<file path="config.mk">
export PLATFORM = sky130hd
export DESIGN_NAME = layer_mixer
export DESIGN_NICKNAME = d
export VERILOG_FILES = /design/src/s16_tilemap_pkg.sv /design/src/layer_mixer.sv
export SDC_FILE = /design/constraint.sdc
export NUM_CORES = 1
export LEC_CHECK = 0
export ABC_CLOCK_PERIOD_IN_PS = 2700
export BUFFER_PORTS_ARGS = -buffer_cell sky130_fd_sc_hd__buf_4
export CAP_MARGIN = 40
export CORE_AREA = 5 5 42 44
export DETAILED_ROUTE_END_ITERATION = 7
export DIE_AREA = 0 0 47 49
export PLACE_DENSITY = 0.74
export SYNTH_ARGS = -nofsm -noshare
export SYNTH_HDL_FRONTEND = slang
export SYNTH_SLANG_ARGS = --single-unit
</file>
<file path="constraint.sdc">
create_clock -name clk -period 2.7 [get_ports clk]
set_clock_uncertainty 0.1 [all_clocks]
set_input_delay 0.135 -clock clk [delete_from_list [all_inputs] [get_ports clk]]
set_output_delay 0.135 -clock clk [all_outputs]
set_load 0.05 [all_outputs]
</file>
<file path="src/s16_tilemap_pkg.sv">
// Raster constants and shared types for the tile layer subsystem
// Imported by the timer, register block, both layers, the mixer and the top level
package s16_tilemap_pkg;

    localparam int CNT_W    = 9;    // Raster counter and scroll width
    localparam int H_TOTAL  = 320;
    localparam int V_TOTAL  = 262;
    localparam int H_ACTIVE = 256;
    localparam int V_ACTIVE = 224;

    // Fetch window start to first visible pixel of a column group
    localparam int PIPE_DLY   = 16;
    localparam int FETCH_LEAD = 16;

    // Sync pulses, in raster counts
    localparam int HS_START = 288;
    localparam int HS_END   = 304;
    localparam int VS_START = 240;
    localparam int VS_END   = 243;

    localparam logic CHAR_BANK = 1'b1;  // Scroll layer sits in bank 0

    // Register index on cpu_addr[2:1]
    typedef enum logic [1:0] {
        REG_HSCR,
        REG_VSCR,
        REG_PAGE,
        REG_NONE
    } reg_sel_e;

    // Per-group fetch sequence of each layer
    typedef enum logic [1:0] {
        FETCH_IDLE,
        FETCH_MAP,
        FETCH_GFX,
        FETCH_DONE
    } fetch_state_e;

endpackage

</file>
<file path="src/layer_mixer.sv">
// Priority mixer: opaque character pixels over scroll pixels
// One registered palette address per pixel enable, 0 in blanking
`timescale 1ns/1ps

module layer_mixer(
    input  logic        clk,
    input  logic        reset,
    input  logic        pxl_cen,
    input  logic        preLHBL,
    input  logic        preLVBL,
    input  logic [1:0]  gfx_en,
    input  logic [6:0]  char_pxl,
    input  logic [9:0]  scr_pxl,
    output logic [10:0] pal_addr
);
    import s16_tilemap_pkg::*;

    logic char_opaque;
    logic scr_opaque;

    // Index 0 is transparent on both layers
    assign char_opaque = gfx_en[0] && char_pxl[3:0] != 4'd0;
    assign scr_opaque  = gfx_en[1] && scr_pxl[3:0] != 4'd0;

    always_ff @(posedge clk) begin
        if (reset) begin
            pal_addr <= '0;
        end else if (pxl_cen) begin
            if (!preLHBL || !preLVBL) pal_addr <= '0;
            else if (char_opaque) pal_addr <= {CHAR_BANK, 3'b000, char_pxl};
            else if (scr_opaque) pal_addr <= {1'b0, scr_pxl};
            else pal_addr <= '0;
        end
    end

endmodule

</file>
==> reports/results.txt <==
Outcome -> finished, final reports clean
Hold Path Depth -> 3
R2R cell count -> 3
Leak Pwr -> 0.000404 uW
Detail Route Antenna Nets -> 0
# IOs -> 35
# setup viols final -> 0
Drt drc -> 0
Largest family of logic cells by synthesized area -> compound AO/OA/AOI/OAI gates
Post-synthesis adder-cell area fraction -> 0%
Synth Instances -> 48
GRT Util Overall -> 14.1%
Pin count of the biggest net entering global routing -> 10
Fin nets -> 120
I/O Buffers -> 34
Slew HR -> 62.8%
First-pass GRT wire length -> 2.43 mm
Vias/cell -> 5.30
Synth Area in Simple Gates -> 25.9%
Critical Path Source Type -> input pin
CTS HTree Levels -> 1
Biggest register -> pal_addr
Initial antenna violation count -> 0
Distinct cells, synth -> 16
Cell mode on critical path -> dlygate4sd3_1
Final wirelength -> 1.57 mm
Synthesized cell area -> 488 um2
Placer Congestion -> 0.742
Site Rows -> 14
Slowest CP cell -> dlygate4sd3_1
Average wire per standard cell -> 14.1 um
WS Path Type -> input pin to register
Top flop regs -> pal_addr: 11 flops
Pwr/cell area -> 397 nW/um2
Max cap viols -> 0
Synth top cells by count -> dfxtp_1 (11), a21oi_1 (9), nor2b_1 (5)
Max Root-Sink Buffers -> 2
Core Footprint -> 1400 um2
Die X-Extent -> 47 um
Setup total negative slack -> 0 ps
Cell with the most instances after synthesis -> dfxtp_1
Post-synthesis sequential area ratio -> 45.1%
Post-synth top area cell -> dfxtp_1
Clock slew at reported path FFs -> 70 ps
Die ar. -> 2300 um2
Via count -> 588
Hold WC Path Type -> input pin to register
Worst-path fanout max -> 7
Syn Area/Cell -> 10.2 um2
Final Max Slew Viols -> 0
Post-synth EDFFs -> 0
FILL cells -> 130
Starting Density -> 34.8%
Number of synthesized register bits -> 11
Largest stage delay on the critical path -> 550 ps
TritonCTS Sinks -> 11
Non-Filler Instances -> 111
Dpl cells -> 97
Post-synthesis mux area share -> 0%
Tmin final -> 2110 ps
Final Hold Viols -> 0
RSZ-0062 raised after global routing -> no
CTS resizes -> 0
Layout cells sized above 1 -> 43.2%
Maximum clock rate -> 474 MHz
Syn Nets -> 72
Clk root buf -> clkbuf_4
Worst-skew pair later-pin latency -> 260 ps
Post-synthesis compound-gate area fraction -> 26.7%
Crit path capture type -> register
Area contributors post-synth -> dfxtp_1 (45%), a21oi_1 (9.2%), nor2b_1 (6.4%), a221o_1 (6.2%), a22o_2 (6.2%)
Slew @ Worst Pin -> 552 ps
Vias in the first global route -> 584
WP data required -> 2750 ps
P&R area growth vs syn -> 80.0%
First DRT Iteration DRCs -> 3
Share of flip-flops with an asynchronous set or reset -> 0%
Fin crit share -> 78.1%
CTS buffer count -> 3
Overflow after GRT -> 0
Cts hold-fix bufs -> 10
DR pass1 iterations -> 4
Peak VDD IR -> 0.000192 V
Crit path arrival time -> 2160 ps
Post-CTS setup buffer count -> 0
Top FF cell, synth -> dfxtp_1
CTS tree -> done
Post-Synth XOR/XNOR Area -> 0%
Diodes inserted -> 0
Max FFs per register -> 11
Post-synth top area share -> 45.1%
Die Y -> 49 um
Warning count from the yosys run -> 0
Cell Chain, Critical Path -> dlygate4sd3_1, buf_4, and4b_1, and4_1, a221o_1, dlygate4sd3_1
## stage by stage
stage	setup slack (ps)	hold slack [ps]	util, %	total power, uW	cell area (um2)
after floorplan	1200	104	-	192	488
after global placement	1120	253	53.7	231	752
after detailed placement	1090	253	53.7	231	752
after CTS	608	56.1	62.7	350	878
after global routing	534	60.6	62.7	370	878
final	592	62.4	62.7	349	878
## cells in the final DEF (no fill, tap or decap)
cell            n
buf_4          34
dfxtp_1        11
dlygate4sd3_1  10
a21oi_1         9
nor2b_1         5
nand4_1         4
a22o_2          3
and2_1          3
a221o_1         3
clkbuf_4        3
and4_1          2
nor2_1          1
o41ai_2         1
and4b_1         1
or4_1           1
and3_1          1
o41ai_1         1
nand2b_1        1
clkbuf_1        1
## layer usage
| layer | track usage [%] | part of all wire (%) | vias to the layer above |
|---|---|---|---|
| li1 | - | - | 284 |
| met1 | 16.7 | 43 | 267 |
| met2 | 21.5 | 46 | 33 |
| met3 | 5.54 | 9.0 | 4 |
| met4 | 6.45 | 1.7 | 0 |
| met5 | 0 | 0 | - |
## path summary, 6_finish.rpt
path              slack (ps)                         to                       from
setup reg to reg        1250   pal_addr[6]$_SDFFE_PP0P_   pal_addr[6]$_SDFFE_PP0P_
hold reg to reg          370  pal_addr[10]$_SDFFE_PP0P_  pal_addr[10]$_SDFFE_PP0P_
setup / recovery         590   pal_addr[6]$_SDFFE_PP0P_                      reset
hold / removal            60   pal_addr[1]$_SDFFE_PP0P_                char_pxl[1]
## logic make-up after synthesis
kind of cell / count (synthesis)
and+or+nand+nor: 19
AOI/OAI and AO/OA: 17
DFF: 11
buffers and inverters: 1
## where the power goes
| group | switching [uW] | leakage, uW | total [uW] | internal, uW |
|---|---|---|---|---|
| Clock | 54.6 | 0.0000150 | 112 | 57.0 |
| Sequential | 1.56 | 0.0000890 | 167 | 165 |
| Combinational | 32.0 | 0.000300 | 70.6 | 38.6 |
| Total | 88.2 | 0.000404 | 349 | 261 |
## layout make-up
class                           instances  area [um2]  area share [%]
Multi-Input combinational cell         36         256            29.2
Clock buffer                            4        26.3            2.99
Sequential cell                        11         220            25.1
Timing Repair Buffer                   44         355            40.5
Tap cell                               16        20.0            2.28
## worst max-delay path, delay by kind of cell
family,cells,cell delay (ps)
buf+inv,3,1210
simple gates,2,450
compound gates,1,360
No activity file was read; power rests on OpenSTA's default activity.
