### config.mk
export PLATFORM = sky130hd
export DESIGN_NAME = video_timer
export DESIGN_NICKNAME = d
export VERILOG_FILES = /design/src/s16_tilemap_pkg.sv /design/src/video_timer.sv
export SDC_FILE = /design/constraint.sdc
export NUM_CORES = 1
export LEC_CHECK = 0
export ABC_AREA = 1
export BUFFER_PORTS_ARGS = -buffer_cell sky130_fd_sc_hd__buf_4
export CORE_UTILIZATION = 40
export DETAILED_ROUTE_END_ITERATION = 16
export GPL_ROUTABILITY_DRIVEN = 1
export GPL_TIMING_DRIVEN = 1
export SLEW_MARGIN = 20
export SYNTH_ARGS = -nofsm -noshare
export SYNTH_HDL_FRONTEND = slang
export SYNTH_SLANG_ARGS = --single-unit
### constraint.sdc
create_clock -name clk -period 1.6 [get_ports clk]
set_input_delay 0.24 -clock clk [delete_from_list [all_inputs] [get_ports clk]]
set_output_delay 0.24 -clock clk [all_outputs]
set_load 0.03 [all_outputs]
### src/s16_tilemap_pkg.sv
// Raster constants and shared types for the tile layer subsystem
// Imported by the timer, register block, both layers, the mixer and the top level
package s16_tilemap_pkg;

    localparam int CNT_W    = 9;    // Raster counter and scroll width
    localparam int H_TOTAL  = 320;
    localparam int V_TOTAL  = 262;
    localparam int H_ACTIVE = 256;
    localparam int V_ACTIVE = 224;

    // Fetch window start to first visible pixel of a column group
    localparam int PIPE_DLY   = 16;
    localparam int FETCH_LEAD = 16;

    // Sync pulses, in raster counts
    localparam int HS_START = 288;
    localparam int HS_END   = 304;
    localparam int VS_START = 240;
    localparam int VS_END   = 243;

    localparam logic CHAR_BANK = 1'b1;  // Scroll layer sits in bank 0

    // Register index on cpu_addr[2:1]
    typedef enum logic [1:0] {
        REG_HSCR,
        REG_VSCR,
        REG_PAGE,
        REG_NONE
    } reg_sel_e;

    // Per-group fetch sequence of each layer
    typedef enum logic [1:0] {
        FETCH_IDLE,
        FETCH_MAP,
        FETCH_GFX,
        FETCH_DONE
    } fetch_state_e;

endpackage

### src/video_timer.sv
// Raster counter with blanking, sync and the per-group fetch schedule
// Layers only see fetch_start, fetch_x/y and load, never raster positions
`timescale 1ns/1ps

module video_timer(
    input  logic                              clk,
    input  logic                              reset,
    input  logic                              pxl_cen,
    output logic [s16_tilemap_pkg::CNT_W-1:0] hdump,
    output logic [s16_tilemap_pkg::CNT_W-1:0] vdump,
    output logic                              preLHBL,
    output logic                              preLVBL,
    output logic                              HS,
    output logic                              VS,
    output logic                              vint,
    output logic                              line_start,
    output logic                              fetch_start,
    output logic                              load,
    output logic [7:0]                        fetch_x,
    output logic [7:0]                        fetch_y
);
    import s16_tilemap_pkg::*;

    logic [CNT_W-1:0] fetch_h;     // Column whose fetch window opens now
    logic [CNT_W-1:0] load_h;      // Column whose shifter loads now
    logic             active_line;
    logic             h_last;

    assign fetch_h     = hdump - CNT_W'(PIPE_DLY - FETCH_LEAD);
    assign load_h      = hdump - CNT_W'(PIPE_DLY - 1);
    assign active_line = vdump < V_ACTIVE;
    assign h_last      = hdump == H_TOTAL - 1;

    assign line_start = pxl_cen && h_last;
    assign preLHBL    = hdump >= PIPE_DLY && hdump < PIPE_DLY + H_ACTIVE;
    assign preLVBL    = active_line;
    assign HS         = hdump >= HS_START && hdump < HS_END;
    assign VS         = vdump >= VS_START && vdump < VS_END;
    assign vint       = vdump == V_ACTIVE;   // Whole first blank line
    assign load       = pxl_cen && active_line && load_h[2:0] == 3'd0 && load_h < H_ACTIVE;

    always_ff @(posedge clk) begin
        if (reset) begin
            hdump       <= '0;
            vdump       <= '0;
            fetch_start <= 1'b0;
            fetch_x     <= '0;
            fetch_y     <= '0;
        end else begin
            fetch_start <= 1'b0;
            if (pxl_cen) begin
                if (h_last) begin
                    hdump <= '0;
                    vdump <= (vdump == V_TOTAL - 1) ? '0 : vdump + 1'b1;
                end else begin
                    hdump <= hdump + 1'b1;
                end
                // One fetch per 8-pixel group of a visible line
                if (active_line && fetch_h[2:0] == 3'd0 && fetch_h < H_ACTIVE) begin
                    fetch_start <= 1'b1;
                    fetch_x     <= fetch_h[7:0];
                    fetch_y     <= vdump[7:0];
                end
            end
        end
    end

endmodule

==> metrics.cfg <==
[worst_setup_path]
path_max_fanout = 4
cp.arrival_ns = 1.93
critical_path_class = register to register
worstPathRequired_ns = 1.79
end_kind = register
start_kind = register

[cells_and_area]
syn2layout_area_growth_pct = 47.5
nNetsFinal = 336
fillers = 376
n_antenna_cell = 0
drive_gt1_share_pct = 39.4
final_cells = 377
final_core_util_pct = 63.0
fin_area_um2 = 2590

[timing]
post-route-min-period_ns = 1.74
setup_violations = 3
slew-limit-headroom_pct = 72.8
fin_ws_ns = -0.144
period_share_pct = 109
tns_ns = -0.323
fmax_mhz = 573
finalHoldViolations = 0
slew_violations = 0
finClkSkew_ns = 0.00432
tightestPinTransition_ns = 0.408
grt_setup_unrepaired = true

[power_and_ir_drop]
p_seq_share_pct = 46.2
ir_drop_uv = 647
p_sw_uw = 554
p_per_area_nw_per_um2 = 776
clkPwrFrac_pct = 39.8
intPower_mw = 1.46
p_leak_nw = 1.27
comb_power_share_pct = 14.0
swShare_pct = 27.5

[global_route]
grt_pass1_wl_um = 7820
grtUsageTotal_pct = 23.3
grt_max_degree = 17
overflow = 0
grt_pass1_vias = 1606
antenna_found_initial = 0

[logic_synthesis]
synth-simple-area-share_pct = 36.0
syn_area_per_cell_um2 = 7.03
ys_top_cells_by_area = dfxtp_1 40%, nor2_1 12%, nand2_1 9.8%
synth_top_family_by_area = simple AND/OR/NAND/NOR gates
syn_nets = 259
yosys_warnings = 0
yosysTopAreaCell = dfxtp_1
synthXorXnorAreaFrac_pct = 2.99
synth_compound_area_share_pct = 7.54
synth_top_cell_area_share_pct = 39.9
synth-seq-cells = 35
synth_adder_area_share_pct = 4.27
yosysSeqAreaShare_pct = 39.9
syn-cell-area_um2 = 1760
synth_cell_types = 26
muxShareOfSynthArea_pct = 0
synth_cells = 250

[status]
violations = negative setup slack
run_status = complete, but fails checks

[routing]
routed_wl_um = 4990
vias = 1839
via_per_inst = 4.88
drt-wirelength-per-cell_um = 13.2
drt-initial-drc-count = 168
drc = 0
final_antenna_net_count = 0
first_pass_iters = 4

[floorplanning]
io_pins = 45
rows = 23
core_um2 = 4120
dieArea_um2 = 4660
die_width_um = 68.3
initial_core_util_pct = 42.7
die_h_um = 68.3

[min_path]
worstHoldPathType = primary input to register

[placed_design]
io_buffer_count = 44
place_hpwl_um = 3280
gp_congestion = 0.834
placed_area_um2 = 2230
dpl.cell_count = 351

[clocking]
cts_sinks = 35
cts_buffers = 5
clockRootBuffer = clkbuf_8
cts_tree = yes
clk_path_buf_depth = 2
htreeDepth = 2
holdBufCountCts = 0
clk_latency_ns = 0.29
path_clk_slew_ns = 0.08

[job]
timing.max_cap.violations = 0

kinds of logic (layout without fill, tap and decap cells):
kind of cell / after synthesis / after routing
buffers and inverters: 38 / 115
and+or+nand+nor: 139 / 139
adders and majority gates: 6 / 6
AOI/OAI and AO/OA: 26 / 26
DFF: 35 / 35
xor gates and xnor gates: 6 / 6
path summary, 6_finish.rpt:
path                      startpoint                       to  slack [ns]  depth (start not counted)
max reg2reg    hdump[1]$_SDFFE_PP0P_    hdump[6]$_SDFFE_PP0P_       -0.14                          9
min reg2reg  fetch_x[2]$_SDFFE_PP0P_  fetch_x[2]$_SDFFE_PP0P_        0.45                          2
max            hdump[1]$_SDFFE_PP0P_    hdump[6]$_SDFFE_PP0P_       -0.14                          9
min                            reset    hdump[0]$_SDFFE_PP0P_        0.16                          2
registers in the layout, indices dropped and copies added, names as in the netlist:
signal / count
hdump: 9
vdump: 9
fetch_x: 8
fetch_y: 8
fetch_start: 1
critical path: stages (launching register included):
cell	delay [ns]
dfxtp_2	0.36
ha_4	0.16
nand3_4	0.12
buf_4	0.16
buf_4	0.13
buf_4	0.12
buf_4	0.12
buf_4	0.14
nor4_4	0.27
nor3_2	0.06
cell usage in the layout (no fill, tap or decap):
master and instances:
clkbuf_8 5, nand3_1 11, nor4_4 1, nand3_4 2, nand2_1 44, dfxtp_2 7
nor3b_1 1, o21ai_0 17, inv_4 3, nor3_1 3, bufinv_16 1, buf_6 3
o21ai_1 4, nand2_2 2, nor2_4 3, a21oi_1 4, nor2_1 51, nor3_4 2
xor2_1 6, ha_1 5, clkinvlp_4 1, nand3_2 4, nand4_1 7, nor3_2 2
nor2_2 4, buf_4 72, ha_4 1, nand2_4 2, a211oi_2 1, dfxtp_4 3
inv_1 20, inv_2 10, dfxtp_1 25
synth_stat cells, drive strengths merged:
library cell,n
nand2,48
nor3,7
nand4,7
a21oi,4
a211oi,1
nor4,1
dfxtp,35
xor2,6
inv,33
ha,6
buf,3
nand3,17
nor2,58
nor3b,1
clkbuf,2
o21ai,21
what timing repair did:
item                                   CTS  global route
setup buffers                           12             7
pin swaps                                4             7
resized for setup                       19            20
endpoints found under the hold margin    0             0
setup endpoints to repair                4             9
per-layer routing:
layer / track usage, % / vias up / routed length [um]
li1: - / 949 / -
met1: 30.9 / 824 / 2410
met2: 34.3 / 53 / 2220
met3: 7.83 / 13 / 236
met4: 8.85 / 0 / 118
met5: 0 / - / 0
through the flow:
stage	worst slack, ns	hold slack, ns	power, mW
4_1_cts	-0.0912	0.158	2.02
2_1_floorplan	-0.198	0.302	1.13
6_report	-0.144	0.164	2.01
3_3_place_gp	0.109	0.439	1.23
3_5_place_dp	0.0802	0.439	1.23
5_1_grt	-0.189	0.161	2.08
area by class of cell:
class	count	area (um^2)	area share (%)
Multi-Input combinational cell	177	998	38.5
Inverter	33	131	5.07
Tap cell	50	62.6	2.41
Clock buffer	5	68.8	2.65
Clock inverter	2	37.5	1.45
Timing Repair Buffer	75	574	22.1
Sequential cell	35	721	27.8
power groups by stage:
| stage | logic, mW | registers [mW] | clock network (mW) |
|---|---|---|---|
| finish | 0.282 | 0.929 | 0.801 |
| global route | 0.307 | 0.933 | 0.843 |
| CTS | 0.284 | 0.932 | 0.804 |
| detailed placement | 0.281 | 0.951 | 0 |
| global placement | 0.279 | 0.951 | 0 |
| floorplan | 0.103 | 1.03 | 0 |
No activity file was read; power rests on OpenSTA's default activity.
