### src/s16_tilemap_pkg.sv
// Raster constants and shared types for the tile layer subsystem
// Imported by the timer, register block, both layers, the mixer and the top level
package s16_tilemap_pkg;

    localparam int CNT_W    = 9;    // Raster counter and scroll width
    localparam int H_TOTAL  = 320;
    localparam int V_TOTAL  = 262;
    localparam int H_ACTIVE = 256;
    localparam int V_ACTIVE = 224;

    // Fetch window start to first visible pixel of a column group
    localparam int PIPE_DLY   = 16;
    localparam int FETCH_LEAD = 16;

    // Sync pulses, in raster counts
    localparam int HS_START = 288;
    localparam int HS_END   = 304;
    localparam int VS_START = 240;
    localparam int VS_END   = 243;

    localparam logic CHAR_BANK = 1'b1;  // Scroll layer sits in bank 0

    // Register index on cpu_addr[2:1]
    typedef enum logic [1:0] {
        REG_HSCR,
        REG_VSCR,
        REG_PAGE,
        REG_NONE
    } reg_sel_e;

    // Per-group fetch sequence of each layer
    typedef enum logic [1:0] {
        FETCH_IDLE,
        FETCH_MAP,
        FETCH_GFX,
        FETCH_DONE
    } fetch_state_e;

endpackage

### src/scroll_layer.sv
// Scrolling background layer with map and graphics both read from ROM
// Two fetch buffers cover the overlap of one group's fetch with the previous load
// Data not in place at load gives a transparent group and a bad pulse
`timescale 1ns/1ps

module scroll_layer(
    input  logic                              clk,
    input  logic                              reset,
    input  logic                              pxl_cen,
    input  logic                              fetch_start,
    input  logic                              load,
    input  logic [7:0]                        fetch_x,
    input  logic [7:0]                        fetch_y,
    input  logic [s16_tilemap_pkg::CNT_W-1:0] hscr,
    input  logic [s16_tilemap_pkg::CNT_W-1:0] vscr,
    input  logic [1:0]                        page,
    input  logic                              map_ok,
    input  logic [15:0]                       map_data,
    input  logic                              scr_ok,
    input  logic [31:0]                       scr_data,
    output logic [13:0]                       map_addr,
    output logic [13:0]                       scr_addr,
    output logic [9:0]                        pxl,
    output logic                              bad
);
    import s16_tilemap_pkg::*;

    fetch_state_e     state;
    logic [5:0]       col_tile;   // Fine horizontal bits are always 0
    logic [CNT_W-1:0] row;
    logic [2:0]       row_l;
    logic             skip;
    logic             tag;
    logic             stale;
    logic [31:0]      gfx_q;
    logic [4:0]       pal_q;
    logic [31:0]      buf_data [2];
    logic [4:0]       buf_pal  [2];
    logic [1:0]       buf_vld;
    logic             ld_ptr;     // Loads alternate slots, 32 per line
    logic [31:0]      shift;
    logic [4:0]       shift_pal;

    assign col_tile = {1'b0, fetch_x[7:3]} + hscr[8:3];
    assign row      = {1'b0, fetch_y} + vscr;
    assign pxl      = {1'b0, shift_pal, shift[31:28]};

    always_ff @(posedge clk) begin
        if (reset) begin
            state     <= FETCH_IDLE;
            skip      <= 1'b0;
            tag       <= 1'b0;
            stale     <= 1'b0;
            buf_vld   <= '0;
            ld_ptr    <= 1'b0;
            bad       <= 1'b0;
            shift     <= '0;
            shift_pal <= '0;
            map_addr  <= '0;
            scr_addr  <= '0;
        end else begin
            skip <= 1'b0;
            bad  <= 1'b0;
            case (state)
                FETCH_IDLE: if (fetch_start) begin
                    map_addr <= {page, row[8:3], col_tile};
                    row_l    <= row[2:0];
                    tag      <= fetch_x[3];
                    stale    <= 1'b0;
                    skip     <= 1'b1;
                    state    <= FETCH_MAP;
                end
                FETCH_MAP: if (map_ok && !skip) begin
                    scr_addr <= {map_data[10:0], row_l};
                    pal_q    <= map_data[15:11];
                    skip     <= 1'b1;
                    state    <= FETCH_GFX;
                end
                FETCH_GFX: if (scr_ok && !skip) begin
                    gfx_q <= scr_data;
                    state <= FETCH_DONE;
                end
                FETCH_DONE: begin
                    if (!stale) begin
                        buf_data[tag] <= gfx_q;
                        buf_pal[tag]  <= pal_q;
                        buf_vld[tag]  <= 1'b1;
                    end
                    state <= FETCH_IDLE;
                end
            endcase
            if (load) begin
                ld_ptr          <= ~ld_ptr;
                buf_vld[ld_ptr] <= 1'b0;
                shift           <= buf_vld[ld_ptr] ? buf_data[ld_ptr] : '0;
                shift_pal       <= buf_vld[ld_ptr] ? buf_pal[ld_ptr] : '0;
                bad             <= !buf_vld[ld_ptr];
                // A fetch still running for this slot is now too late
                if (state != FETCH_IDLE && tag == ld_ptr) stale <= 1'b1;
            end else if (pxl_cen) begin
                shift <= {shift[27:0], 4'h0};
            end
            if (fetch_start) buf_vld[fetch_x[3]] <= 1'b0;
        end
    end

endmodule

### config.mk
export PLATFORM = sky130hd
export DESIGN_NAME = scroll_layer
export DESIGN_NICKNAME = d
export VERILOG_FILES = /design/src/s16_tilemap_pkg.sv /design/src/scroll_layer.sv
export SDC_FILE = /design/constraint.sdc
export NUM_CORES = 1
export LEC_CHECK = 0
export BUFFER_PORTS_ARGS = -buffer_cell sky130_fd_sc_hd__buf_4
export CORE_UTILIZATION = 40
export CTS_CLUSTER_DIAMETER = 200
export DETAILED_ROUTE_END_ITERATION = 10
export HOLD_SLACK_MARGIN = 0.12
export SLEW_MARGIN = 20
export SYNTH_ARGS = -nofsm -noshare
export SYNTH_HDL_FRONTEND = slang
export SYNTH_SLANG_ARGS = --single-unit
### constraint.sdc
create_clock -name clk -period 11.9 [get_ports clk]
set_clock_uncertainty 0.1 [all_clocks]
set_input_delay 1.19 -clock clk [delete_from_list [all_inputs] [get_ports clk]]
set_output_delay 1.19 -clock clk [all_outputs]
set_load 0.03 [all_outputs]
==> results.yml <==
synthesis:
  yosysWarnings: 0
  synth_most_common_cell: "edfxtp_1"
  yosys-top-cells-count: "114 x edfxtp_1, 75 x dfxtp_1, 47 x nand2_1"
  synth_top_area_share_pct: 45.72
  ys_top_cells_by_area: "edfxtp_1 46%, dfxtp_1 20%, mux2i_1 5.2%"
  yosys_most_used_dff: "edfxtp_1"
  async_flop_share_pct: 0
  synth-seq-cells: 189
  postSynthNetCount: 671
  yosys.area.top_type: "edfxtp_1"
  synth_enable_flop_cells: 114
  ys_seq_area_share_pct: 65.78
  synth_cell_types: 51
  synth_area_um2: 7487
  syn_inst: 561
  syn_avg_cell_area_um2: 13.35
placement:
  dp_slack_ns: 8.711
  gp_congestion: 0.7921
  hpwl_um: 9664
  portBuffers: 122
power:
  switching_share_pct: 25.69
  total_leakage_power_nw: 3.653
  vdd_drop_max_mv: 0.09421
  p_int_w: 0.001174
  power.clock.fraction_pct: 36.0
  switching_power_w: 0.0004058
  seq_power_share_pct: 48.3
  combPwrFrac_pct: 15.7
  p_per_area_nw_per_um2: 173.4
critical_path:
  slowest_stage: "inv_2"
  rr_startpoint: "state[0]"
  cp-end-kind: "register"
  crit_fanout: 45
  crit_path_start_kind: "input port"
  worstRegToRegCells: 7
  crit_type: "in2reg"
  ff2ff_setup_slack_ns: 9.68
  r2r-end: "map_addr[11]"
  path_cells: "buf_4, inv_2, nand2_1, inv_1, a311oi_1, o22ai_1"
  critPathTopFamily: "buffers and inverters"
  required_ns: 12.09
  cp_num_buf_inv: 3
  slowest_delay_ns: 0.46
  critPathArrivalTime_ns: 2.94
clock_tree:
  cts_tree: "built"
  htreeDepth: 4
  cts.sink_count: 189
  postCtsHoldBufs: 0
  cts_made_buffers: 17
  clock_path_buffers: 2
  clock_latency_ns: 0.42
  cts_resized: 0
  cts-root-buf: "clkbuf_16"
  clk_pin_slew_ns: 0.07
  cts_setup_buffers: 0
hold_path:
  hp-start: "gfx_q[20]"
  hold-path-cell-count: 0
  whs_endpoint: "buf_data[1][20]"
  min_path_type: "reg2reg"
outcome:
  violations: "DRC"
  status: "complete, but fails checks"
final_layout:
  area_delta_synth_final_pct: 21.66
  postLayoutCoreUtil_pct: 50.19
  drive_gt1_share_pct: 24.74
  n_fill_cell: 1591
  n_antenna_cell: 0
  nNetsFinal: 777
die:
  core_um2: 18150
  die_y_um: 138.8
  start_util_pct: 41.26
  io_pins: 130
  dieWidth_um: 138.8
  dieArea_um2: 19270
  rows: 49
sta:
  maxSlewHeadroom_pct: 39.63
  slew_viol_final: 0
  period_minus_slack_ns: 2.755
  worst_slack_ns: 9.145
  fmax_ghz: 0.3630
  finalHoldViolations: 0
  grt_setup_unrepaired: "false"
  tightestPinTransition_ns: 0.9022
  fin_setup_tns_ns: 0
  setup_viol: 0
  period_share_pct: 23.15
route:
  wl_met2_um: 7426
  drt_iter0_markers: 274
  vias: 4679
  wl_met3_um: 750
  top_layer_used: "met4"
  met1Wirelength_um: 6604
  first_pass_iters: 10
  postRouteAntennaNets: 0
  wl_um: 14950
  via_per_inst: 5.153
  wire_per_inst_um: 16.46
  drc: 3
global_route:
  antenna_found_initial: 0
  grt_pass1_vias: 4841
  grt_usage_pct: 15.97
  overflow: 0
  grt_pass1_wl_um: 24140
  grt_max_degree: 46
flow_run:
  drv_cap: 0
## kinds of logic (layout without fill, tap and decap cells)
| logic type | count (synthesis) | count (layout) | share of synthesized area, % |
|---|---|---|---|
| mux | 42 | 42 | 5.715 |
| fa+ha+maj | 19 | 19 | 3.376 |
| buf+inv | 49 | 167 | 3.376 |
| xor+xnor | 7 | 7 | 0.8189 |
| flops | 189 | 189 | 65.78 |
| simple gates | 130 | 130 | 8.656 |
| compound gates | 124 | 124 | 12.23 |
| other cells | 1 | 1 | 0.05009 |
## cell usage in the layout, fill, tap and decap left out, types with 5 or more instances in the layout
cell type and count:
a21oi_1 31, and2_1 5, buf_4 126, clkbuf_16 17, dfxtp_1 74, edfxtp_1 114, ha_1 17, inv_1 9
mux2i_1 39, nand2_1 47, nand3_1 9, nor2_1 15, nor2b_1 28, nor3_1 6, o211a_1 28, o22ai_1 29
o2bb2ai_1 7
## through the flow
stage | hold WS [ns] | instance area, µm² | cells | total power (W)
final | 0.3428 | 9109 | 908 | 0.001579
after global routing | 0.3545 | 9109 | 908 | 0.001645
after CTS | 0.3452 | 9109 | 908 | 0.001597
after detailed placement | 0.3298 | 8521 | 877 | 0.001027
after global placement | 0.3262 | 8521 | 877 | 0.001016
after floorplan | 0.3215 | 7487 | 561 | 0.0009399
## flip-flops by register name (all words and copies together) (netlist names), named ones only
register   cells
pal_q          5
gfx_q         32
bad            1
skip           1
shift_pal      5
scr_addr      14
buf_vld        2
buf_data      64
map_addr      14
shift         32
ld_ptr         1
stale          1
row_l          3
tag            1
state          2
buf_pal       10
## how the worst max path moves through the flow
stage,startpoint,end,depth (start not counted)
after CTS,reset,map_addr[11],6
after global placement,reset,map_addr[11],6
after detailed placement,reset,map_addr[11],6
final,reset,map_addr[11],6
after global routing,reset,map_addr[11],6
after floorplan,reset,buf_data[1][0],3
## worst register-to-register path, stage by stage, from the launching register on
cell and delay, ns:
dfxtp_1 0.38, inv_1 0.09, ha_1 0.26, and2_0 0.41
nand2_1 0.29, inv_1 0.14, a311oi_1 0.30, o22ai_1 0.12
## metal layers
layer	up-vias	GRT usage, %
li1	2292	-
met1	2265	19.18
met2	112	27.59
met3	10	4.696
met4	0	4.912
met5	-	0
## power by group through the flow
stage	registers, W	logic, W	clock network, W
after CTS	0.000763	0.000251	0.000583
final	0.000763	0.000248	0.000569
after global routing	0.000767	0.000271	0.000606
after global placement	0.000774	0.000242	0
after detailed placement	0.000777	0.000251	0
after floorplan	0.000807	0.000133	0
## cell type report
| type | instances | area [µm²] | share of cell area, % |
|---|---|---|---|
| clock buffer | 20 | 446.7 | 4.904 |
| clock inverter | 11 | 141.4 | 1.552 |
| inverter | 10 | 37.54 | 0.4121 |
| multi-input combinational | 323 | 2325 | 25.52 |
| sequential | 189 | 4926 | 54.08 |
| tap | 229 | 286.5 | 3.146 |
| timing repair buffer | 126 | 945.9 | 10.38 |
Note: power is estimated with default switching activity, not from simulation.
