## config.mk

```make
export PLATFORM = sky130hd
export DESIGN_NAME = tile_regs
export DESIGN_NICKNAME = d
export VERILOG_FILES = /design/src/s16_tilemap_pkg.sv /design/src/tile_regs.sv
export SDC_FILE = /design/constraint.sdc
export NUM_CORES = 1
export LEC_CHECK = 0
export BUFFER_PORTS_ARGS = -buffer_cell sky130_fd_sc_hd__buf_2
export CAP_MARGIN = 20
export CORE_AREA = 5 5 58 60
export DETAILED_ROUTE_END_ITERATION = 12
export DIE_AREA = 0 0 63 65
export PLACE_DENSITY = 0.84
export SETUP_SLACK_MARGIN = 0.3
export SLEW_MARGIN = 20
export SYNTH_ARGS = -nofsm -noshare
export SYNTH_HDL_FRONTEND = slang
export SYNTH_SLANG_ARGS = --single-unit
```

## constraint.sdc

```tcl
create_clock -name clk -period 3.2 [get_ports clk]
set_input_delay 0.96 -clock clk [delete_from_list [all_inputs] [get_ports clk]]
set_output_delay 0.96 -clock clk [all_outputs]
set_load 0.005 [all_outputs]
```

## src/s16_tilemap_pkg.sv

```systemverilog
// Raster constants and shared types for the tile layer subsystem
// Imported by the timer, register block, both layers, the mixer and the top level
package s16_tilemap_pkg;

    localparam int CNT_W    = 9;    // Raster counter and scroll width
    localparam int H_TOTAL  = 320;
    localparam int V_TOTAL  = 262;
    localparam int H_ACTIVE = 256;
    localparam int V_ACTIVE = 224;

    // Fetch window start to first visible pixel of a column group
    localparam int PIPE_DLY   = 16;
    localparam int FETCH_LEAD = 16;

    // Sync pulses, in raster counts
    localparam int HS_START = 288;
    localparam int HS_END   = 304;
    localparam int VS_START = 240;
    localparam int VS_END   = 243;

    localparam logic CHAR_BANK = 1'b1;  // Scroll layer sits in bank 0

    // Register index on cpu_addr[2:1]
    typedef enum logic [1:0] {
        REG_HSCR,
        REG_VSCR,
        REG_PAGE,
        REG_NONE
    } reg_sel_e;

    // Per-group fetch sequence of each layer
    typedef enum logic [1:0] {
        FETCH_IDLE,
        FETCH_MAP,
        FETCH_GFX,
        FETCH_DONE
    } fetch_state_e;

endpackage

```

## src/tile_regs.sv

```systemverilog
// Scroll and page registers written by the CPU
// Pending values become the working values at line start so a line never tears
`timescale 1ns/1ps

module tile_regs(
    input  logic                              clk,
    input  logic                              reset,
    input  logic                              regs_cs,
    input  logic                              we,
    input  logic [2:1]                        cpu_addr,
    input  logic [15:0]                       cpu_dout,
    input  logic [1:0]                        dsn,
    input  logic                              line_start,
    output logic [s16_tilemap_pkg::CNT_W-1:0] hscr,
    output logic [s16_tilemap_pkg::CNT_W-1:0] vscr,
    output logic [1:0]                        page
);
    import s16_tilemap_pkg::*;

    reg_sel_e   sel;
    logic [5:0] hscr_p;   // Whole tiles only
    logic [8:0] vscr_p;
    logic [1:0] page_p;
    logic [5:0] hscr_w;

    assign sel  = reg_sel_e'(cpu_addr);
    assign hscr = {hscr_w, 3'b000};

    always_ff @(posedge clk) begin
        if (reset) begin
            hscr_p <= '0;
            vscr_p <= '0;
            page_p <= '0;
            hscr_w <= '0;
            vscr   <= '0;
            page   <= '0;
        end else begin
            if (regs_cs && we) begin
                case (sel)
                    REG_HSCR: begin
                        if (!dsn[0]) hscr_p[4:0] <= cpu_dout[7:3];
                        if (!dsn[1]) hscr_p[5]   <= cpu_dout[8];
                    end
                    REG_VSCR: begin
                        if (!dsn[0]) vscr_p[7:0] <= cpu_dout[7:0];
                        if (!dsn[1]) vscr_p[8]   <= cpu_dout[8];
                    end
                    REG_PAGE: if (!dsn[0]) page_p <= cpu_dout[1:0];
                    default: ;    // REG_NONE has no storage
                endcase
            end
            if (line_start) begin
                hscr_w <= hscr_p;
                vscr   <= vscr_p;
                page   <= page_p;
            end
        end
    end

endmodule

```

==> results of run 1 <==
## synth_stat cells
master and count:
nor2_1 17, or4b_1 2, nor4b_1 1, or4_1 1, nand2_1 1, mux2i_1 34
buf_2 3, buf_4 3, clkbuf_1 4, nand2b_1 26, nor4_1 2, dfxtp_1 34
nor4b_4 1, conb_1 1
## power groups by stage
stage,logic (uW),registers [uW],clock network [uW]
final,50.4,429,243
after global routing,56.1,429,272
after CTS,50.9,429,254
after detailed placement,50.6,439,0
after global placement,48.9,438,0
after floorplan,34.9,438,0
## flip-flops by register name (all words and copies together), names as in the netlist
name	count
vscr_p	9
hscr_w	6
page	2
vscr	9
page_p	2
hscr_p	6
## final timing paths
check | from | to | slack [ns] | cells past startpoint
min reg2reg | hscr_p[3]$_SDFFE_PP0P_ | hscr_p[3]$_SDFFE_PP0P_ | 0.48 | 2
max reg2reg | vscr_p[0]$_SDFFE_PP0P_ | vscr[0]$_SDFFE_PP0P_ | 2.56 | 2
max | hscr_w[3]$_SDFFE_PP0P_ | hscr[6] | 1.43 | 1
min | hscr_p[3]$_SDFFE_PP0P_ | hscr_p[3]$_SDFFE_PP0P_ | 0.48 | 2
## area by class of cell
| class | instances | area, um2 |
|---|---|---|
| fillers | 260 | 1270 |
| well taps | 33 | 41.3 |
| multi-input cells | 88 | 654 |
| flip-flops and latches | 34 | 681 |
| clock buffers | 7 | 55.1 |
| clock inverters | 1 | 5.00 |
| repair buffers | 34 | 170 |
## routing by layer
metal,vias to the layer above,global-route usage,part of all wire
met4,0,0.0477,0.013
met3,4,0.0607,0.065
met2,23,0.228,0.50
li1,500,-,-
met1,467,0.151,0.42
met5,-,0,0
## through the flow
step	utilization	area [um2]	worst slack [ns]	hold WS, ns	cells
floorplan	-	1390	1.32	0.448	132
global placement	0.537	1550	1.15	0.459	189
detailed placement	0.537	1550	1.10	0.466	189
CTS	0.558	1610	1.40	0.485	197
global route	0.558	1610	1.37	0.503	197
finish	0.558	1610	1.43	0.479	197
## cells by family (layout without fill, tap and decap cells)
group | after synthesis | count (layout) | synth area share
simple gates | 51 | 51 | 0.219
buf+inv | 10 | 42 | 0.0381
flops | 34 | 34 | 0.493
mux | 34 | 34 | 0.247
other cells | 1 | 3 | 0.00272
==> summary.txt, run 1 <==
CP Capture Type: output pin
Mapped Cells: 130
Largest net degree at the start of global routing: 44
Register area share after synthesis: 0.493
Number of remaining DRC errors: 0
CTS hold repair buffers: 0
Gpl congestion: 0.791
Clock sink total: 34
Startpoint Class: flip-flop
Setup CP Type: reg -> out
TritonCTS clock tree: built
Fin Clk Skew: 0.0106 ns
GRT Util Overall: 0.136
Core area: 0.00288 mm2
Die area: 0.00410 mm2
Area grow syn2layout: 16.4%
PortBufs: 34
Area leader, netlist: dfxtp_1
Hold/Removal Path Class: reg -> reg
Combinational fraction of design power: 0.070
Initial DRC count: 14
VDD IR max: 299 uV
Die Y: 65 um
CP Cell Sequence: buf_2
Commonest non-fill, non-tap cells in the layout: mux2i_1 (34), dfxtp_1 (34), buf_2 (34)
YS warnings: 0
Count of cell types in the netlist: 14
Final Setup Violations: 0
CTS resizes: 0
Hold Vio Cnt, Final: 0
Cell Pwr Density: 449 mW/mm2
Final wirelength: 2.54 mm
RSZ-0062 raised after global routing: false
Max cap viols: 0
Initial Util: 0.480
Max Transition Viols Final: 0
Status: finished clean
Slowest-stage cell, CP: dfxtp_1
CP delay by family, top: flip-flops
Arr. time, crit path: 0.81 ns
Yosys reg bits: 34
Synth Cell Area: 0.00138 mm2
Pre-Repair DR Iteration Count: 4
Nets@finish: 188
Power Internal: 557 uW
DP HPWL: 1.84 mm
Share of the synthesized area in the top cell type: 0.493
NetSw: 165 uW
Number of global-route vias before repair: 1014
Worst skew pair latency: 0.33 ns
CP required: 2.24 ns
Via/cell ratio: 5.05
Sw frac: 0.229
Top Ports: 45
CP Buf/Inv Count: 1
Headroom to the max-slew limit: 0.598
Clock slew at the register clock pins of the worst setup and hold paths: 0.10 ns
TritonCTS buffer count: 5
Mapped Avg Cell Area: 10.6 um2
Total power: 722 uW
Clk root buf: clkbuf_4
Antenna Diode Count: 0
Worst-path fanout max: 2
CTS H-tree lvls: 2
Vias: 994
First-pass GRT wire length: 4.39 mm
Width of the die: 63 um
ANT nets after route: 0
Reg power frac: 0.594
Clock group share of total power: 0.336
Post-CTS setup buffer count: 0
Share of cells above drive strength 1: 0.256
CP peak stage delay: 0.36 ns
Wire length per cell: 12.9 um
Tcrit/Tclk final: 0.553
Slew @ Worst Pin: 0.601 ns
Initial antenna violation count: 0
Leak: 0.000753 uW
Minimum clock period after layout: 1.77 ns
Top cells by area, synth: dfxtp_1 (49%), mux2i_1 (25%), nand2b_1 (12%), nor2_1 (4.6%), nor4b_4 (1.7%)
Row count: 20
Max frequency: 0.566 GHz
Total gr overflow: 0
Max clock buf depth: 2
Total negative slack: 0 ns
No activity file was read; power rests on OpenSTA's default activity.
==> run 2: changes to the inputs <==
CORE_AREA = 5 5 60 62   (was 5 5 58 60)
DIE_AREA = 0 0 65 67   (was 0 0 63 65)
PLACE_DENSITY = 0.79   (was 0.84)
clock period = 1.7 ns   (was 3.2 ns; I/O delays follow)
==> run 2 against run 1 <==
Against the previous run: design area increased by 3.2%; clock skew is 0.0060 ns lower; first-iteration DRC count up 64%; sequential share of layout area decreased by 1.3 points; flip-flop and latch count unchanged; routed wire length decreased by 1.5%; die area up 6.3%; critical endpoint is now vscr[2]; largest cell class unchanged; largest power group unchanged; highest routed layer unchanged.
==> summary.txt, run 2 (same netlist as run 1, synthesis figures left out) <==
Total negative slack: 0 ns (unchanged)
ANT nets after route: 0 (unchanged)
Placed insts: 195 (+3.2%)
First-pass GRT wire length: 4.44 mm (+1.1%)
Cell Pwr Density: 805 mW/mm2 (+79%)
Core area: 0.00298 mm2 (+3.5%)
TritonCTS clock tree: built
Slew @ Worst Pin: 0.521 ns (-0.0798 ns)
Initial Util: 0.463 (-0.0161)
Number of remaining DRC errors: 0 (unchanged)
Initial antenna violation count: 0 (unchanged)
CP Buf/Inv Count: 1 (unchanged)
Clock sink total: 34 (unchanged)
CP peak stage delay: 0.35 ns (about the same)
CTS resizes: 0 (unchanged)
Final std cells w/o fill: 201 (+2.0%)
Die Y: 67 um (+3.1%)
Startpoint Class: flip-flop
Hold/Removal Path Class: in -> reg
Max frequency: 0.767 GHz
Leak: 0.000784 uW (+4.0%)
DP HPWL: 1.86 mm (+0.72%)
Registers with the most flip-flops: vscr (9), vscr_p (9)
Commonest non-fill, non-tap cells in the layout: mux2i_1 (34), dfxtp_1 (34), buf_2 (34)
Headroom to the max-slew limit: 0.653 (+0.0549)
Number of global-route vias before repair: 1041 (+2.7%)
Via/cell ratio: 4.91 (-2.7%)
Width of the die: 65 um (+3.2%)
Final wirelength: 2.50 mm (-1.5%)
Wire length per cell: 12.4 um (-3.5%)
Hold Vio Cnt, Final: 0 (unchanged)
Final Setup Violations: 0 (unchanged)
Max Transition Viols Final: 0 (unchanged)
PortBufs: 34 (unchanged)
TritonCTS buffer count: 5 (unchanged)
Worst-path fanout max: 2 (unchanged)
CTS hold repair buffers: 0 (unchanged)
RSZ-0062 raised after global routing: false
Final hold slack: 0.446 ns (-0.0330 ns)
CP Cell Sequence: buf_2
Largest net degree at the start of global routing: 41 (-6.8%)
Arr. time, crit path: 0.79 ns (-0.02 ns)
Total gr overflow: 0 (unchanged)
Post-CTS setup buffer count: 0 (unchanged)
Area grow syn2layout: 20.1%
CP Capture Type: output pin
Initial DRC count: 23 (+9)
Tcrit/Tclk final: 0.767
Share of cells above drive strength 1: 0.286 (+0.0296)
CP required: 1.19 ns (-1.05 ns)
Die area: 0.00436 mm2 (+6.3%)
Pre-Repair DR Iteration Count: 3 (-1)
Max clock buf depth: 2 (unchanged)
Vias: 987 (-0.70%)
Clk root buf: clkbuf_4
CP delay by family, top: flip-flops
Worst skew pair latency: 0.32 ns (about the same)
Slowest-stage cell, CP: dfxtp_1
Row count: 20 (unchanged)
Top Ports: 45 (unchanged)
GRT Util Overall: 0.136 (+0.000191)
Status: finished clean
Gpl congestion: 0.736 (-7.0%)
VDD IR max: 540 uV (+81%)
Minimum clock period after layout: 1.30 ns
Antenna Diode Count: 0 (unchanged)
CTS H-tree lvls: 2 (unchanged)
Setup CP Type: reg -> out
Nets@finish: 194 (+3.2%)
Max cap viols: 0 (unchanged)
Fin Clk Skew: 0.00462 ns (-0.00599 ns)
Clock slew at the register clock pins of the worst setup and hold paths: 0.09 ns (about the same)
==> run 2: cell types whose count changed in the layout (fill, tap and decap cells not counted), sizes merged <==
cell    before  now
buf         34   40
clkbuf       7    6
clkinv       1    0
==> run 2: power by group <==
part	switching (uW)	leakage, uW	internal (uW)
clock network	236	0.0000302	186
logic	52.1	0.000480	53.5
registers	3.69	0.000274	803
==> run 2: area by class of cell <==
| cell class | instances | area, um2 |
|---|---|---|
| clock buffers | 6 | 51.3 |
| repair buffers | 40 | 228 |
| well taps | 33 | 41.3 |
| flip-flops and latches | 34 | 681 |
| multi-input cells | 88 | 657 |
| fillers | 263 | 1320 |
==> run 2: final timing paths <==
check | from | end | slack, ns | cells after the start
min | cpu_dout[2] | vscr_p[2]$_SDFFE_PP0P_ | 0.45 | 3
min reg2reg | vscr_p[2]$_SDFFE_PP0P_ | vscr_p[2]$_SDFFE_PP0P_ | 0.48 | 2
max reg2reg | vscr_p[1]$_SDFFE_PP0P_ | vscr[1]$_SDFFE_PP0P_ | 1.06 | 2
max | vscr[2]$_SDFFE_PP0P_ | vscr[2] | 0.40 | 1
==> run 2: per-stage QoR <==
step           total power, uW  setup slack (ns)   util  cell area, um2
5_1_grt                   1400             0.336  0.557            1660
6_report                  1330             0.397  0.557            1660
4_1_cts                   1350             0.379  0.557            1660
2_1_floorplan              891             0.320      -            1390
3_3_place_gp               928             0.150  0.539            1610
3_5_place_dp               932             0.156  0.539            1610
==> run 2: routing by layer <==
layer / global-route usage / vias to the layer above / share of wire
li1: - / 505 / -
met1: 0.138 / 449 / 0.42
met2: 0.243 / 26 / 0.50
met3: 0.0438 / 7 / 0.058
met4: 0.0792 / 0 / 0.023
met5: 0 / - / 0
